`config.mk`:
```
export PLATFORM = sky130hd
export DESIGN_NAME = uinst_ctrl
export DESIGN_NICKNAME = d
export VERILOG_FILES = /design/src/cadr_mem_pkg.sv /design/src/cadr_uinst_pkg.sv /design/src/uinst_ctrl.sv
export SDC_FILE = /design/constraint.sdc
export NUM_CORES = 1
export LEC_CHECK = 0
export ABC_CLOCK_PERIOD_IN_PS = 7300
export BUFFER_PORTS_ARGS = -buffer_cell sky130_fd_sc_hd__buf_2
export CAP_MARGIN = 20
export CORE_AREA = 2 2 173 175
export CTS_CLUSTER_DIAMETER = 30
export DETAILED_ROUTE_END_ITERATION = 6
export DIE_AREA = 0 0 175 177
export PLACE_DENSITY = 0.61
export SLEW_MARGIN = 20
export SYNTH_ARGS = -nofsm -noshare
export SYNTH_HDL_FRONTEND = slang
export SYNTH_SLANG_ARGS = --single-unit
```
`constraint.sdc`:
```
create_clock -name clk_a -period 7.3 [get_ports clk_a]
set_clock_uncertainty 0.15 [all_clocks]
set_input_delay 2.19 -clock clk_a [delete_from_list [all_inputs] [get_ports clk_a]]
set_output_delay 2.19 -clock clk_a [all_outputs]
set_load 0.05 [all_outputs]
```
`src/cadr_mem_pkg.sv`:
```
// Memory geometry for the A and M memories, host load record
// and the credit depths of both streams
`default_nettype none

package cadr_mem_pkg;

   localparam int AMEM_WORDS = 1024;
   localparam int AMEM_AW = 10;
   localparam int MMEM_WORDS = 32;
   localparam int MMEM_AW = 5;
   localparam int WORD_W = 32;

   // Input queue depth equals the producer's starting credits
   localparam int UINST_CREDITS = 2;
   localparam int RESULT_CREDITS = 4;

   // Pointer, occupancy and credit counter widths
   localparam int UQ_PW = $clog2(UINST_CREDITS);
   localparam int UQ_CW = $clog2(UINST_CREDITS + 1);
   localparam int RC_W = $clog2(RESULT_CREDITS + 1);

   // Host load, to_m selects M-memory, otherwise A-memory
   typedef struct packed {
      logic                valid;
      logic                to_m;
      logic [AMEM_AW-1:0]  addr;
      logic [WORD_W-1:0]   data;
   } mem_load_t;

endpackage

`default_nettype wire

```
`src/cadr_uinst_pkg.sv`:
```
// Microinstruction formats, opcodes, the ALU/byte union
// and the result record
`default_nettype none

package cadr_uinst_pkg;

   localparam int BYTE_FW = 5;

   typedef enum logic [0:0] {
      KIND_ALU  = 1'b0,
      KIND_BYTE = 1'b1
   } uinst_kind_e;

   typedef enum logic [2:0] {
      ALU_ADD,
      ALU_SUB,
      ALU_AND,
      ALU_OR,
      ALU_XOR,
      ALU_PASS_A,
      ALU_PASS_M,
      ALU_SETZ
   } alu_op_e;

   typedef enum logic [0:0] {
      BYTE_LDB,
      BYTE_DPB
   } byte_op_e;

   // Leading 27 bits are common to both formats
   typedef struct packed {
      uinst_kind_e                        kind;
      logic                               dest_to_m;
      logic [cadr_mem_pkg::AMEM_AW-1:0]   dest_addr;
      logic [cadr_mem_pkg::AMEM_AW-1:0]   a_addr;
      logic [cadr_mem_pkg::MMEM_AW-1:0]   m_addr;
      alu_op_e                            alu_op;
      logic [17:0]                        pad;
   } alu_fmt_t;

   typedef struct packed {
      uinst_kind_e                        kind;
      logic                               dest_to_m;
      logic [cadr_mem_pkg::AMEM_AW-1:0]   dest_addr;
      logic [cadr_mem_pkg::AMEM_AW-1:0]   a_addr;
      logic [cadr_mem_pkg::MMEM_AW-1:0]   m_addr;
      byte_op_e                           byte_op;
      logic [BYTE_FW-1:0]                 pos;
      logic [BYTE_FW-1:0]                 len;
      logic [9:0]                         pad;
   } byte_fmt_t;

   typedef union packed {
      alu_fmt_t   alu;
      byte_fmt_t  bfld;
   } uinst_u;

   typedef struct packed {
      logic    valid;
      uinst_u  uinst;
   } uinst_in_t;

   typedef struct packed {
      logic                               valid;
      logic                               dest_to_m;
      logic [cadr_mem_pkg::AMEM_AW-1:0]   dest_addr;
      logic [cadr_mem_pkg::WORD_W-1:0]    data;
   } result_t;

endpackage

`default_nettype wire

```
`src/uinst_ctrl.sv`:
```
// Microinstruction controller: input queue, credits, issue,
// operand bypass, write-back and result register
`timescale 1ns/1ps
`default_nettype none

module uinst_ctrl (
   input  wire logic                                  clk_a,
   input  wire logic                                  reset,
   input  wire cadr_uinst_pkg::uinst_in_t             uinst_in,
   output logic                                       uinst_credit,
   input  wire logic                                  result_credit,
   output cadr_uinst_pkg::result_t                    result_out,
   output logic [cadr_mem_pkg::AMEM_AW-1:0]           amem_raddr,
   output logic                                       amem_rden,
   output logic [cadr_mem_pkg::MMEM_AW-1:0]           mmem_raddr,
   output logic                                       mmem_rden,
   output logic [cadr_mem_pkg::AMEM_AW-1:0]           wb_a_addr,
   output logic [cadr_mem_pkg::WORD_W-1:0]            wb_a_data,
   output logic                                       wb_a_wren,
   output logic [cadr_mem_pkg::MMEM_AW-1:0]           mmem_waddr,
   output logic [cadr_mem_pkg::WORD_W-1:0]            mmem_wdata,
   output logic                                       mmem_wren,
   input  wire cadr_mem_pkg::mem_load_t               host_load,
   input  wire logic [cadr_mem_pkg::WORD_W-1:0]       amem_q,
   input  wire logic [cadr_mem_pkg::WORD_W-1:0]       mmem_q,
   output cadr_uinst_pkg::alu_op_e                    alu_op,
   output cadr_uinst_pkg::byte_op_e                   byte_op,
   output logic [cadr_uinst_pkg::BYTE_FW-1:0]         byte_pos,
   output logic [cadr_uinst_pkg::BYTE_FW-1:0]         byte_len,
   output logic [cadr_mem_pkg::WORD_W-1:0]            opnd_a,
   output logic [cadr_mem_pkg::WORD_W-1:0]            opnd_m,
   input  wire logic [cadr_mem_pkg::WORD_W-1:0]       alu_y,
   input  wire logic [cadr_mem_pkg::WORD_W-1:0]       byte_y
);
   import cadr_mem_pkg::*;
   import cadr_uinst_pkg::*;

   typedef struct packed {
      uinst_kind_e         kind;
      logic                dest_to_m;
      logic [AMEM_AW-1:0]  dest_addr;
      logic [AMEM_AW-1:0]  a_addr;
      logic [MMEM_AW-1:0]  m_addr;
      alu_op_e             alu_op;
      byte_op_e            byte_op;
      logic [BYTE_FW-1:0]  pos;
      logic [BYTE_FW-1:0]  len;
   } stage_t;

   uinst_u              queue [UINST_CREDITS];
   logic [UQ_PW-1:0]    rd_ptr;
   logic [UQ_PW-1:0]    wr_ptr;
   logic [UQ_CW-1:0]    q_count;
   logic [RC_W-1:0]     rcred;
   uinst_u              head;
   logic                issue;
   stage_t              dec;
   stage_t              s1;
   stage_t              s2;
   logic                s1_valid;
   logic                s2_valid;
   logic [WORD_W-1:0]   wb_y;
   logic                host_m;
   logic                a_hit_wb;
   logic                a_hit_res;
   logic                m_hit_wb;
   logic                m_hit_res;

   assign head = queue[rd_ptr];
   assign issue = (q_count != '0) && (rcred != '0);

   always_ff @(posedge clk_a)
   begin
      if (uinst_in.valid)
         queue[wr_ptr] <= uinst_in.uinst;
   end

   always_ff @(posedge clk_a)
   begin
      if (reset)
      begin
         rd_ptr <= '0;
         wr_ptr <= '0;
         q_count <= '0;
         rcred <= RC_W'(RESULT_CREDITS);
         uinst_credit <= 1'b0;
      end
      else
      begin
         if (uinst_in.valid)
            wr_ptr <= (wr_ptr == UQ_PW'(UINST_CREDITS - 1)) ? '0 : wr_ptr + 1'b1;
         if (issue)
            rd_ptr <= (rd_ptr == UQ_PW'(UINST_CREDITS - 1)) ? '0 : rd_ptr + 1'b1;
         q_count <= q_count + UQ_CW'(uinst_in.valid) - UQ_CW'(issue);
         rcred <= rcred + RC_W'(result_credit) - RC_W'(issue);
         // Queue slot freed, hand the credit back
         uinst_credit <= issue;
      end
   end

   // Common fields read through the ALU view
   always_comb
   begin
      dec.kind = head.alu.kind;
      dec.dest_to_m = head.alu.dest_to_m;
      dec.dest_addr = head.alu.dest_addr;
      dec.a_addr = head.alu.a_addr;
      dec.m_addr = head.alu.m_addr;
      dec.alu_op = head.alu.alu_op;
      dec.byte_op = head.bfld.byte_op;
      dec.pos = head.bfld.pos;
      dec.len = head.bfld.len;
   end

   assign amem_raddr = host_load.valid ? host_load.addr : head.alu.a_addr;
   assign amem_rden = issue;
   assign mmem_raddr = head.alu.m_addr;
   assign mmem_rden = issue;

   // Newest write first: this edge's write-back, then last edge's
   assign wb_y = (s2.kind == KIND_BYTE) ? byte_y : alu_y;
   assign a_hit_wb = s2_valid && !s2.dest_to_m && (s2.dest_addr == s1.a_addr);
   assign a_hit_res = result_out.valid && !result_out.dest_to_m
                      && (result_out.dest_addr == s1.a_addr);
   assign m_hit_wb = s2_valid && s2.dest_to_m
                     && (s2.dest_addr[MMEM_AW-1:0] == s1.m_addr);
   assign m_hit_res = result_out.valid && result_out.dest_to_m
                      && (result_out.dest_addr[MMEM_AW-1:0] == s1.m_addr);

   always_ff @(posedge clk_a)
   begin
      s1 <= dec;
      s2 <= s1;
      if (a_hit_wb)
         opnd_a <= wb_y;
      else if (a_hit_res)
         opnd_a <= result_out.data;
      else
         opnd_a <= amem_q;
      if (m_hit_wb)
         opnd_m <= wb_y;
      else if (m_hit_res)
         opnd_m <= result_out.data;
      else
         opnd_m <= mmem_q;
   end

   always_ff @(posedge clk_a)
   begin
      if (reset)
      begin
         s1_valid <= 1'b0;
         s2_valid <= 1'b0;
      end
      else
      begin
         s1_valid <= issue;
         s2_valid <= s1_valid;
      end
   end

   assign alu_op = s2.alu_op;
   assign byte_op = s2.byte_op;
   assign byte_pos = s2.pos;
   assign byte_len = s2.len;

   // Result register doubles as the last write-back for bypass
   always_ff @(posedge clk_a)
   begin
      result_out.dest_to_m <= s2.dest_to_m;
      result_out.dest_addr <= s2.dest_addr;
      result_out.data <= wb_y;
      if (reset)
         result_out.valid <= 1'b0;
      else
         result_out.valid <= s2_valid;
   end

   assign wb_a_addr = s2.dest_addr;
   assign wb_a_data = wb_y;
   assign wb_a_wren = s2_valid && !s2.dest_to_m;

   // Host M loads share the write port, only legal when idle
   assign host_m = host_load.valid && host_load.to_m;
   assign mmem_waddr = host_m ? host_load.addr[MMEM_AW-1:0] : s2.dest_addr[MMEM_AW-1:0];
   assign mmem_wdata = host_m ? host_load.data : wb_y;
   assign mmem_wren = host_m || (s2_valid && s2.dest_to_m);

   a_queue_no_overflow: assert property (@(posedge clk_a) disable iff (reset)
      uinst_in.valid |-> (q_count < UINST_CREDITS) || issue);

   a_result_credit_bound: assert property (@(posedge clk_a) disable iff (reset)
      rcred <= RESULT_CREDITS);

   a_load_only_idle: assert property (@(posedge clk_a) disable iff (reset)
      host_load.valid |-> !s1_valid && !s2_valid && (q_count == '0));

endmodule

`default_nettype wire

```
* Word-level counts from Yosys, hierarchy flattened
Memories as Yosys holds them, arrays and structs flattened. A register that Yosys moved wholly into a read port is not among the register bits. Cells that the tools add are included.
Cells by class: $add $sub $neg 6, reductions and logical operators 15, multiplexer cells 14, eq/ne operators 4
Operator list (count):
- $mux 32 | 6
- $eq 10x10->1 | 2
- $eq 5x5->1 | 2
- $logic_and 1x1->1 | 10
- $mux 10 | 1
- $mux 1 | 6
- $mux 5 | 1
- $add 3x1->3 | 1
- $reduce_bool 3->1 | 1
- $sub 3x1->3 | 1
- $add 1x1->1 const B | 2
- $add 2x1->2 | 1
- $logic_not 1->1 | 2
- $reduce_bool 2->1 | 1
- $sub 2x1->2 | 1
- $logic_or 1x1->1 | 1
Storage, ports and cells: output and inout bits 221, flip-flop bits (word level) 184, memories 1, input port bits 224, bits in writable memories 96, word-level logic and storage cells 68
Memory list:
- queue | depth 2, bits a word 48, rd ports 1, clocked after memory_dff 1, write ports 1, line uinst_ctrl.sv:50 | uinst_u queue [UINST_CREDITS];

* Longest topological paths before layout
Gate-level depths: netlist of the first run.
word-level depth 5, depth in mapped cells 8, mapped depth without buffers 8

* Least setup slack after synthesis of the first run
No wires, ideal clock.
kind in2out, start input host_load[43] in the netlist's numbering, end output mmem_wdata[23] in the netlist's numbering, slack 1.405 ns, data arrival time 3.555 ns, path buffers 2, cell stages on the path 4, path through nand2_1 > clkbuf_1 > clkbuf_1 > a21oi_1
On the way: longest elaborated chain between the ends 2
RTL lines:
- start, declared | line uinst_ctrl.sv:23 | input wire cadr_mem_pkg::mem_load_t host_load,
- $logic_and 1x1->1 | line uinst_ctrl.sv:184 | assign host_m = host_load.valid && host_load.to_m;
- $mux 32 | line uinst_ctrl.sv:186 | assign mmem_wdata = host_m ? host_load.data : wb_y;
- end, declared | line uinst_ctrl.sv:21 | output logic [cadr_mem_pkg::WORD_W-1:0] mmem_wdata,
Every way passes these cells.

* Worst setup path after layout of the first run
start input host_load[43] in the netlist's numbering, end output mmem_waddr[3] in the netlist's numbering
On the way: longest elaborated chain between the ends 2
RTL lines:
- $logic_and 1x1->1 | line uinst_ctrl.sv:184
- $mux 5 | line uinst_ctrl.sv:185 | assign mmem_waddr = host_m ? host_load.addr[MMEM_AW-1:0] : s2.dest_addr[MMEM_AW-1:0];
- end, declared | line uinst_ctrl.sv:20 | output logic [cadr_mem_pkg::MMEM_AW-1:0] mmem_waddr,
Every way passes these cells.

==> flow_summary.json, run 1 <==
{
  "run_status": "completed",
  "synth_largest_type_area_fraction": 0.377,
  "path_clk_slew_ps": 50,
  "postCtsSetupBuffers": 0,
  "design.final.nets": 1405,
  "maxCapViolations": 0,
  "yosys.area_share.adder": 0.00474,
  "routabilityCongestion": 0.825,
  "dieWidth_um": 175,
  "dominantRegCellSynth": "sky130_fd_sc_hd__dfxtp_1",
  "post_synth_main_area_contributors": "sky130_fd_sc_hd__dfxtp_1 (38%), sky130_fd_sc_hd__edfxtp_1 (24%), sky130_fd_sc_hd__mux2i_1 (11%)",
  "postLayoutSetupSlackWorst_ps": 892,
  "multi_input_area_um2": 3090,
  "synth-compound-area-share": 0.0557,
  "initial_utilization": 0.325,
  "finalHoldViolCount": 0,
  "worst_path_max_delay_cell": "sky130_fd_sc_hd__nand2_2",
  "rsz0062_at_grt": "no",
  "timing.final.setup_violations": 0,
  "timing_worst_setup_path_type": "input pin to primary output",
  "core.rowCount": 63,
  "globalRouteMet3Util": 0.0612,
  "worst-path-max-fanout": 33,
  "cts_hold_buf": 0,
  "finalSetupTns_ps": 0,
  "clock_tree_from_tritoncts": "yes",
  "path_cells": "buf_2 -> nand2_2 -> buf_4 -> mux2_2 -> buf_2",
  "synth_area_um2": 9500,
  "kind_of_start_point_of_the_critical_path": "input pin",
  "max-slew-margin-rel": 0.299,
  "met2_usage": 0.319,
  "initial_drt_pass_iterations": 4,
  "required_ps": 4960,
  "postCtsResizedCells": 0,
  "synth_cell_type_count": 37,
  "drc_errors": 0,
  "crit_path_max_incr_delay_ps": 640,
  "postSynth.asyncResetShare": 0,
  "largest_net_degree_at_the_start_of_global_routing": 39,
  "htree_num_levels": 2,
  "clock_sinks": 255,
  "synth.ff_latch_count": 255,
  "grt_pass1_wl_um": 41100,
  "timing.reg2reg.setup_slack_ps": 4610,
  "worst_vdd_rail_ir_drop_mv": 0.236,
  "power_density_nw_per_um2": 388,
  "slew_at_the_pin_closest_to_its_max_slew_limit_ps": 1050,
  "synth-xor-area-share": 0.0323,
  "dp.final_hpwl_um": 20700,
  "endpoint_class_of_the_critical_path": "primary output",
  "vias_per_cell": 4.44,
  "floorplan.die.height_um": 177,
  "n_antenna_cell": 0,
  "critical_path.most_common_cell": "sky130_fd_sc_hd__buf_2",
  "ys_seq_area_frac": 0.617,
  "multiplexer_share_of_the_synthesized_area": 0.178,
  "fin_util": 0.469,
  "drtAntennaViolNets": 0,
  "synthSimpleGateAreaFrac": 0.0519,
  "post-route-period-util": 0.878,
  "global_route.overflow_total": 0,
  "avgRoutedWirePerCell_um": 17.9,
  "pre_cts_slack_ps": 855,
  "final_period_minus_worst_setup_slack_ps": 6410,
  "globalRoute.busiestLayer": "met2",
  "clk_root_buffer_cell": "sky130_fd_sc_hd__clkbuf_16",
  "synth-warning-count": 0,
  "worst_ep_arrival_time_ps": 4070,
  "maximum_root_to_sink_buffer_count": 3,
  "number_of_nets_in_the_synthesized_netlist": 971,
  "later_pin_clock_latency_in_the_skew_report_ps": 550,
  "met1_usage": 0.194,
  "vias": 7158,
  "number_of_global_route_vias_before_repair": 7141,
  "grt_util_all_layers": 0.176,
  "synth.avg_cell_area_um2": 12.8,
  "antenna_violations_before_repair": 1,
  "ios": 445,
  "power_leakage_nw": 6.82,
  "post_synth_edffs": 76,
  "drive_above_1_share": 0.507,
  "drtIter0Drc": 206,
  "largest_family_of_logic_cells_by_synthesized_area": "multiplexers",
  "core_area_um2": 29200,
  "yosys.area.top_type": "sky130_fd_sc_hd__dfxtp_1",
  "numPortBuffers": 434,
  "dieArea_um2": 31000,
  "fillCellCount": 2748,
  "detail_route.wirelength_um": 28800,
  "fmaxAchievable_mhz": 156,
  "area.sequential_um2": 5870,
  "report.final.slew_viol_count": 0,
  "hold_path_class": "flip-flop to flip-flop",
  "netlist_instances": 744,
  "areaGrowthSynthToFinish_pct": 44.3,
  "cts-buffers-inserted": 53
}
## logic make-up after synthesis
group | Yosys count
XOR/XNOR | 35
AO/OA/AOI/OAI | 84
flip-flops | 255
adder cells (fa/ha/maj) | 3
buffers and inverters | 99
multiplexers | 162
AND/OR/NAND/NOR | 106
## final timing paths
kind                            depth (start not counted)           start            end
worst max-delay path                                    5   host_load[43]  mmem_waddr[3]
worst min-delay path                                    0          s1[34]   wb_a_addr[5]
worst max register to register                          5  result_out[33]     opnd_m[14]
worst min register to register                          0          s1[34]   wb_a_addr[5]
## synth_stat cells (all sizes together), types with 17 or more instances
master / n
xor2: 17
mux2: 53
nor2: 52
inv: 34
buf: 53
edfxtp: 76
dfxtp: 179
a22oi: 19
mux2i: 109
nand2: 27
xnor2: 18
a21oi: 64
## layout by cell type (no fill, tap or decap), types with 2 or more instances in the layout
master	n
sky130_fd_sc_hd__nor3_1	2
sky130_fd_sc_hd__inv_4	2
sky130_fd_sc_hd__dfxtp_2	2
sky130_fd_sc_hd__mux2i_1	109
sky130_fd_sc_hd__clkbuf_8	7
sky130_fd_sc_hd__clkinv_2	8
sky130_fd_sc_hd__inv_6	5
sky130_fd_sc_hd__nor4_2	3
sky130_fd_sc_hd__or3_1	2
sky130_fd_sc_hd__inv_16	2
sky130_fd_sc_hd__a22oi_1	9
sky130_fd_sc_hd__nor2_1	52
sky130_fd_sc_hd__a21oi_2	3
sky130_fd_sc_hd__xnor2_1	18
sky130_fd_sc_hd__inv_1	34
sky130_fd_sc_hd__a22oi_2	10
sky130_fd_sc_hd__dfxtp_1	177
sky130_fd_sc_hd__xor2_1	17
sky130_fd_sc_hd__a21oi_1	61
sky130_fd_sc_hd__ha_1	2
sky130_fd_sc_hd__buf_4	10
sky130_fd_sc_hd__clkbuf_16	53
sky130_fd_sc_hd__clkbuf_1	2
sky130_fd_sc_hd__bufinv_16	8
sky130_fd_sc_hd__mux2_2	53
sky130_fd_sc_hd__clkinv_4	5
sky130_fd_sc_hd__clkinvlp_4	5
sky130_fd_sc_hd__buf_2	434
sky130_fd_sc_hd__nand2_1	26
sky130_fd_sc_hd__nand4_1	3
sky130_fd_sc_hd__edfxtp_1	76
sky130_fd_sc_hd__nor2b_1	5
## layer usage
metal / wire length (µm) / share of wire / up-vias
li1: - / - / 3439
met2: 14600 / 0.51 / 282
met1: 10900 / 0.38 / 3390
met3: 2660 / 0.092 / 45
met4: 593 / 0.021 / 2
met5: 13 / 0.00045 / -
## final cells by class
type	count	area share
multi-input cells	390	0.225
flip-flops and latches	255	0.428
clock buffers	62	0.104
repair buffers	444	0.164
well taps	390	0.0356
inverters	34	0.00931
clock inverters	36	0.0337
## worst max-delay path: cells and delay by family
kind / cells / cell delay, ps
simple gates: 1 / 640
mux: 1 / 370
buf+inv: 3 / 860
## per-stage QoR
| stage | power (mW) | std cells | cell area (µm²) | hold slack [ps] |
|---|---|---|---|---|
| 2_1_floorplan | 2.59 | 744 | 9500 | 160 |
| 3_3_place_gp | 2.87 | 1513 | 11800 | 160 |
| 3_5_place_dp | 2.87 | 1513 | 11800 | 162 |
| 4_1_cts | 5.39 | 1611 | 13700 | 172 |
| 5_1_grt | 5.52 | 1611 | 13700 | 178 |
| 6_report | 5.33 | 1611 | 13700 | 170 |
## sequential cells by signal, summed over array words and instances, names as in the netlist, 2 cells and up, named ones only
name / cells
queue: 76
result_out: 44
s1: 38
opnd_a: 32
opnd_m: 32
wb_a_addr: 10
byte_len: 5
byte_pos: 4
rcred: 3
alu_op: 2
q_count: 2
s2: 2
## where the power goes
part           total (mW)  internal [mW]  leakage (nW)  switching, mW
registers            1.73           1.62          2.22          0.104
clock network        2.49           1.69         0.924          0.793
logic                1.11          0.301          3.67          0.812
Power figures use the tool's default switching activity.
==> run 2, diff against run 1 <==
REMOVE_ABC_BUFFERS = 1   (was default)
==> flow_summary.json, run 2 (same netlist as run 1, synthesis figures left out) <==
{
  "whs_path_depth": 0,
  "power_leakage_nw": 6.77,
  "worst_vdd_rail_ir_drop_mv": 0.264,
  "maximum_root_to_sink_buffer_count": 3,
  "placedInstanceArea_um2": 11800,
  "largest-register": "queue",
  "fmaxAchievable_mhz": 161,
  "reg_top3": "queue (76), result_out (44), s1 (38)",
  "finalHoldViolCount": 0,
  "finalSetupTns_ps": 0,
  "core.rowCount": 63,
  "numPortBuffers": 434,
  "final_period_minus_worst_setup_slack_ps": 6220,
  "floorplan.die.height_um": 177,
  "grt_pass1_wl_um": 41100,
  "rsz0062_at_grt": "no",
  "max-slew-margin-rel": 0.344,
  "vias_per_cell": 4.41,
  "r2r_end": "opnd_m[17]",
  "drtAntennaViolNets": 0,
  "clock_sinks": 255,
  "areaGrowthSynthToFinish_pct": 43.6,
  "dieWidth_um": 175,
  "avgRoutedWirePerCell_um": 17.7,
  "worst_min_path_start": "s1[36]",
  "largest_net_degree_at_the_start_of_global_routing": 49,
  "endpoint_class_of_the_critical_path": "primary output",
  "post-route-period-util": 0.852,
  "slew_at_the_pin_closest_to_its_max_slew_limit_ps": 983,
  "core_area_um2": 29200,
  "maxCapViolations": 0,
  "htree_num_levels": 2,
  "initial_utilization": 0.325,
  "detail_route.wirelength_um": 28400,
  "timing.reg2reg.setup_slack_ps": 4740,
  "clk_root_buffer_cell": "sky130_fd_sc_hd__clkbuf_16",
  "cts-buffers-inserted": 51,
  "drive_above_1_share": 0.497,
  "global_route.overflow_total": 0,
  "fillCellCount": 2751,
  "postCtsSetupBuffers": 0,
  "power_density_nw_per_um2": 383,
  "timing.final.setup_violations": 0,
  "cts_hold_buf": 0,
  "layout_common_cells": "sky130_fd_sc_hd__buf_2 (434), sky130_fd_sc_hd__dfxtp_1 (177), sky130_fd_sc_hd__mux2i_1 (109)",
  "layout_commonest_cell": "sky130_fd_sc_hd__buf_2",
  "design.final.nets": 1401,
  "antenna_violations_before_repair": 2,
  "worst-path-max-fanout": 48,
  "ios": 445,
  "rr_worst_depth": 5,
  "drc_errors": 0,
  "path_clk_slew_ps": 50,
  "largest_register_ffs": 76,
  "hold_path_class": "flip-flop to flip-flop",
  "postCtsResizedCells": 0,
  "kind_of_start_point_of_the_critical_path": "input pin",
  "regToRegStartpoint": "s1[15]",
  "n_antenna_cell": 0,
  "timing_worst_setup_path_type": "input pin to primary output",
  "drtIter0Drc": 249,
  "required_ps": 4960,
  "later_pin_clock_latency_in_the_skew_report_ps": 550,
  "worst_ep_arrival_time_ps": 3880,
  "report.final.slew_viol_count": 0,
  "vias": 7064,
  "run_status": "completed",
  "dp.final_hpwl_um": 20800,
  "hold-path-endpoint": "wb_a_addr[7]",
  "dieArea_um2": 31000,
  "clock_tree_from_tritoncts": "yes",
  "final_design_area_no_fill_um2": 13600,
  "grt_util_all_layers": 0.175,
  "number_of_global_route_vias_before_repair": 7001,
  "routabilityCongestion": 0.814,
  "initial_drt_pass_iterations": 5
}
-- run 2: cell types whose count changed in the layout (fill, tap and decap cells not counted), moves of 2 or more --
cell,delta
sky130_fd_sc_hd__inv_4,-2
sky130_fd_sc_hd__buf_4,-4
sky130_fd_sc_hd__inv_6,-2
sky130_fd_sc_hd__clkinvlp_4,-2
sky130_fd_sc_hd__clkinv_4,-2
sky130_fd_sc_hd__clkbuf_8,-5
sky130_fd_sc_hd__clkbuf_1,+7
-- run 2: through the flow --
step | total power, mW | worst slack [ps] | instances | hold slack (ps) | util
floorplan | 2.54 | 764 | 679 | 160 | -
global placement | 2.86 | 1060 | 1510 | 160 | 0.404
detailed placement | 2.87 | 1040 | 1510 | 162 | 0.404
CTS | 5.29 | 1030 | 1602 | 165 | 0.465
global route | 5.42 | 940 | 1603 | 172 | 0.466
finish | 5.23 | 1080 | 1603 | 157 | 0.466
-- run 2: power by group --
group	switching [mW]	total [mW]	internal, mW
clock network	0.745	2.39	1.64
logic	0.815	1.11	0.299
registers	0.101	1.73	1.62
total	1.66	5.23	3.57
-- run 2: worst max-delay path: stages --
cell	delay, ps
sky130_fd_sc_hd__buf_2	340
sky130_fd_sc_hd__nand2_2	450
sky130_fd_sc_hd__buf_12	340
sky130_fd_sc_hd__a21oi_1	230
sky130_fd_sc_hd__buf_2	300
-- run 2: how the worst max path moves through the flow --
stage                             start            end  slack, ps
after CTS                 host_load[43]  mmem_wdata[5]       1030
after global placement    host_load[43]  mmem_wdata[5]       1060
final                     host_load[43]  mmem_wdata[5]       1080
after detailed placement  host_load[43]  mmem_wdata[5]       1040
after floorplan           host_load[42]  mmem_wdata[0]        760
after global routing      host_load[43]  mmem_wdata[5]        940
-- run 2: metal layers --
layer	track usage	up-vias	wire [µm]	part of all wire
met4	0.0455	4	504	0.018
li1	-	3421	-	-
met5	0	-	30	0.0011
met2	0.315	300	14400	0.51
met3	0.0664	40	2640	0.093
met1	0.193	3299	10900	0.38
-- run 2: final cells by class --
| cell class | count | area (µm²) | area share |
|---|---|---|---|
| tap | 390 | 488 | 0.0358 |
| inverter | 34 | 128 | 0.00936 |
| multi-input combinational | 390 | 3090 | 0.226 |
| sequential | 255 | 5870 | 0.430 |
| clock buffer | 63 | 1360 | 0.0999 |
| clock inverter | 29 | 438 | 0.0321 |
| timing repair buffer | 442 | 2260 | 0.166 |
==> run 3, diff against run 2 <==
==> constraint.sdc (replaced) <==
create_clock -name clk_a -period 7.3 [get_ports clk_a]
set_clock_uncertainty 0.15 [all_clocks]
set_input_delay 0 -clock clk_a [delete_from_list [all_inputs] [get_ports clk_a]]
set_output_delay 0 -clock clk_a [all_outputs]
set_load 0.05 [all_outputs]
==> flow_summary.json, run 3 (same netlist as run 1, synthesis figures left out) <==
{
  "run_status": "completed",
  "drtIter0Drc": 302,
  "post-route-period-util": 0.462,
  "areaGrowthSynthToFinish_pct": 67.1,
  "pre_cts_slack_ps": 4770,
  "drtAntennaViolNets": 0,
  "endpoint_class_of_the_critical_path": "primary output",
  "hold_path_class": "input pin to flip-flop",
  "largest_register_ffs": 76,
  "core.rowCount": 63,
  "largest_net_degree_at_the_start_of_global_routing": 71,
  "finalSetupTns_ps": 0,
  "layout_common_cells": "sky130_fd_sc_hd__buf_2 (434), sky130_fd_sc_hd__dlygate4sd3_1 (225), sky130_fd_sc_hd__dfxtp_1 (177)",
  "avgRoutedWirePerCell_um": 17.4,
  "design.final.nets": 1625,
  "vias_per_cell": 4.45,
  "finalHoldViolCount": 0,
  "timing.final.setup_violations": 0,
  "final_period_minus_worst_setup_slack_ps": 3370,
  "antenna_violations_before_repair": 0,
  "rsz0062_at_grt": "no",
  "vias": 8144,
  "worst_ep_arrival_time_ps": 3220,
  "worst_vdd_rail_ir_drop_mv": 0.249,
  "drive_above_1_share": 0.424,
  "power_leakage_nw": 7.71,
  "core_area_um2": 29200,
  "routabilityCongestion": 0.794,
  "timing_worst_setup_path_type": "flip-flop to primary output",
  "clk_root_buffer_cell": "sky130_fd_sc_hd__clkbuf_16",
  "postLayoutSetupSlackWorst_ps": 3930,
  "path_clk_slew_ps": 50,
  "reg_top3": "queue (76), result_out (44), s1 (38)",
  "numPortBuffers": 434,
  "fmaxAchievable_mhz": 296,
  "later_pin_clock_latency_in_the_skew_report_ps": 540,
  "layout_commonest_cell": "sky130_fd_sc_hd__buf_2",
  "report.final.slew_viol_count": 0,
  "dieArea_um2": 31000,
  "dp.final_hpwl_um": 20700,
  "largest-register": "queue",
  "worst-path-max-fanout": 27,
  "postCtsResizedCells": 0,
  "drc_errors": 0,
  "slew_at_the_pin_closest_to_its_max_slew_limit_ps": 990,
  "dieWidth_um": 175,
  "max-slew-margin-rel": 0.339,
  "htree_num_levels": 2,
  "power_density_nw_per_um2": 339,
  "detail_route.wirelength_um": 31900,
  "finalHoldWorstSlack_ps": 38.0,
  "initial_drt_pass_iterations": 6,
  "initial_utilization": 0.325,
  "clock_sinks": 255,
  "total_power_mw": 5.38,
  "maximum_root_to_sink_buffer_count": 3,
  "floorplan.die.height_um": 177,
  "cts-buffers-inserted": 50,
  "grt_util_all_layers": 0.197,
  "n_antenna_cell": 0,
  "number_of_global_route_vias_before_repair": 8705,
  "maxCapViolations": 0,
  "clock_tree_from_tritoncts": "yes",
  "global_route.overflow_total": 0,
  "required_ps": 7150,
  "grt_pass1_wl_um": 47100,
  "ios": 445,
  "kind_of_start_point_of_the_critical_path": "flip-flop"
}
-- run 3: cell types whose count changed in the layout (fill, tap and decap cells not counted), sizes merged --
| cell | delta |
|---|---|
| inv | +2 |
| clkinvlp | +2 |
| clkinv | -1 |
| clkbuf | -2 |
| dlygate4sd3 | +225 |
-- run 3: final cells by class --
type	instances	area (µm²)
inverters	34	128
clock inverters	32	460
clock buffers	61	1350
flip-flops and latches	255	5870
repair buffers	667	4480
multi-input cells	390	3090
fillers	2456	13400
well taps	390	488
-- run 3: metal layers --
layer  vias up  share of wire  track usage
met5         -              0            0
met4         0          0.035       0.0816
met3        72          0.081       0.0601
met2       367           0.51        0.359
met1      3830           0.37        0.211
li1       3875              -            -
-- run 3: stage by stage --
stage                     std cells   util  cell area, µm²
after CTS                      1829  0.543           15900
after global routing           1829  0.543           15900
final                          1829  0.543           15900
after detailed placement       1511  0.404           11800
after floorplan                 679      -            9050
after global placement         1511  0.404           11800
-- run 3: worst paths after layout --
check                                   from           end  slack (ps)  cells after the start
worst min register to register        s1[31]  wb_a_addr[2]         170                      0
worst max register to register        s2[40]     opnd_a[9]        4020                      7
worst max-delay path                  s2[40]  wb_a_data[1]        3930                      5
worst min-delay path            uinst_in[19]  queue[1][19]          40                      2
-- run 3: repair_timing --
item	in CTS	in global routing
endpoints found under the hold margin	184	0
buffers inserted	0	0
hold buffers	225	0
-- run 3: power by group --
| group | switching [mW] | internal [mW] |
|---|---|---|
| clock network | 0.759 | 1.65 |
| logic | 0.861 | 0.397 |
| registers | 0.0912 | 1.62 |
-- run 3: critical path: stages, from the launching register on --
cell                            delay [ps]
sky130_fd_sc_hd__dfxtp_2               470
sky130_fd_sc_hd__buf_4                 510
sky130_fd_sc_hd__mux2i_1               660
sky130_fd_sc_hd__dlygate4sd3_1         720
sky130_fd_sc_hd__inv_1                  70
sky130_fd_sc_hd__buf_2                 210
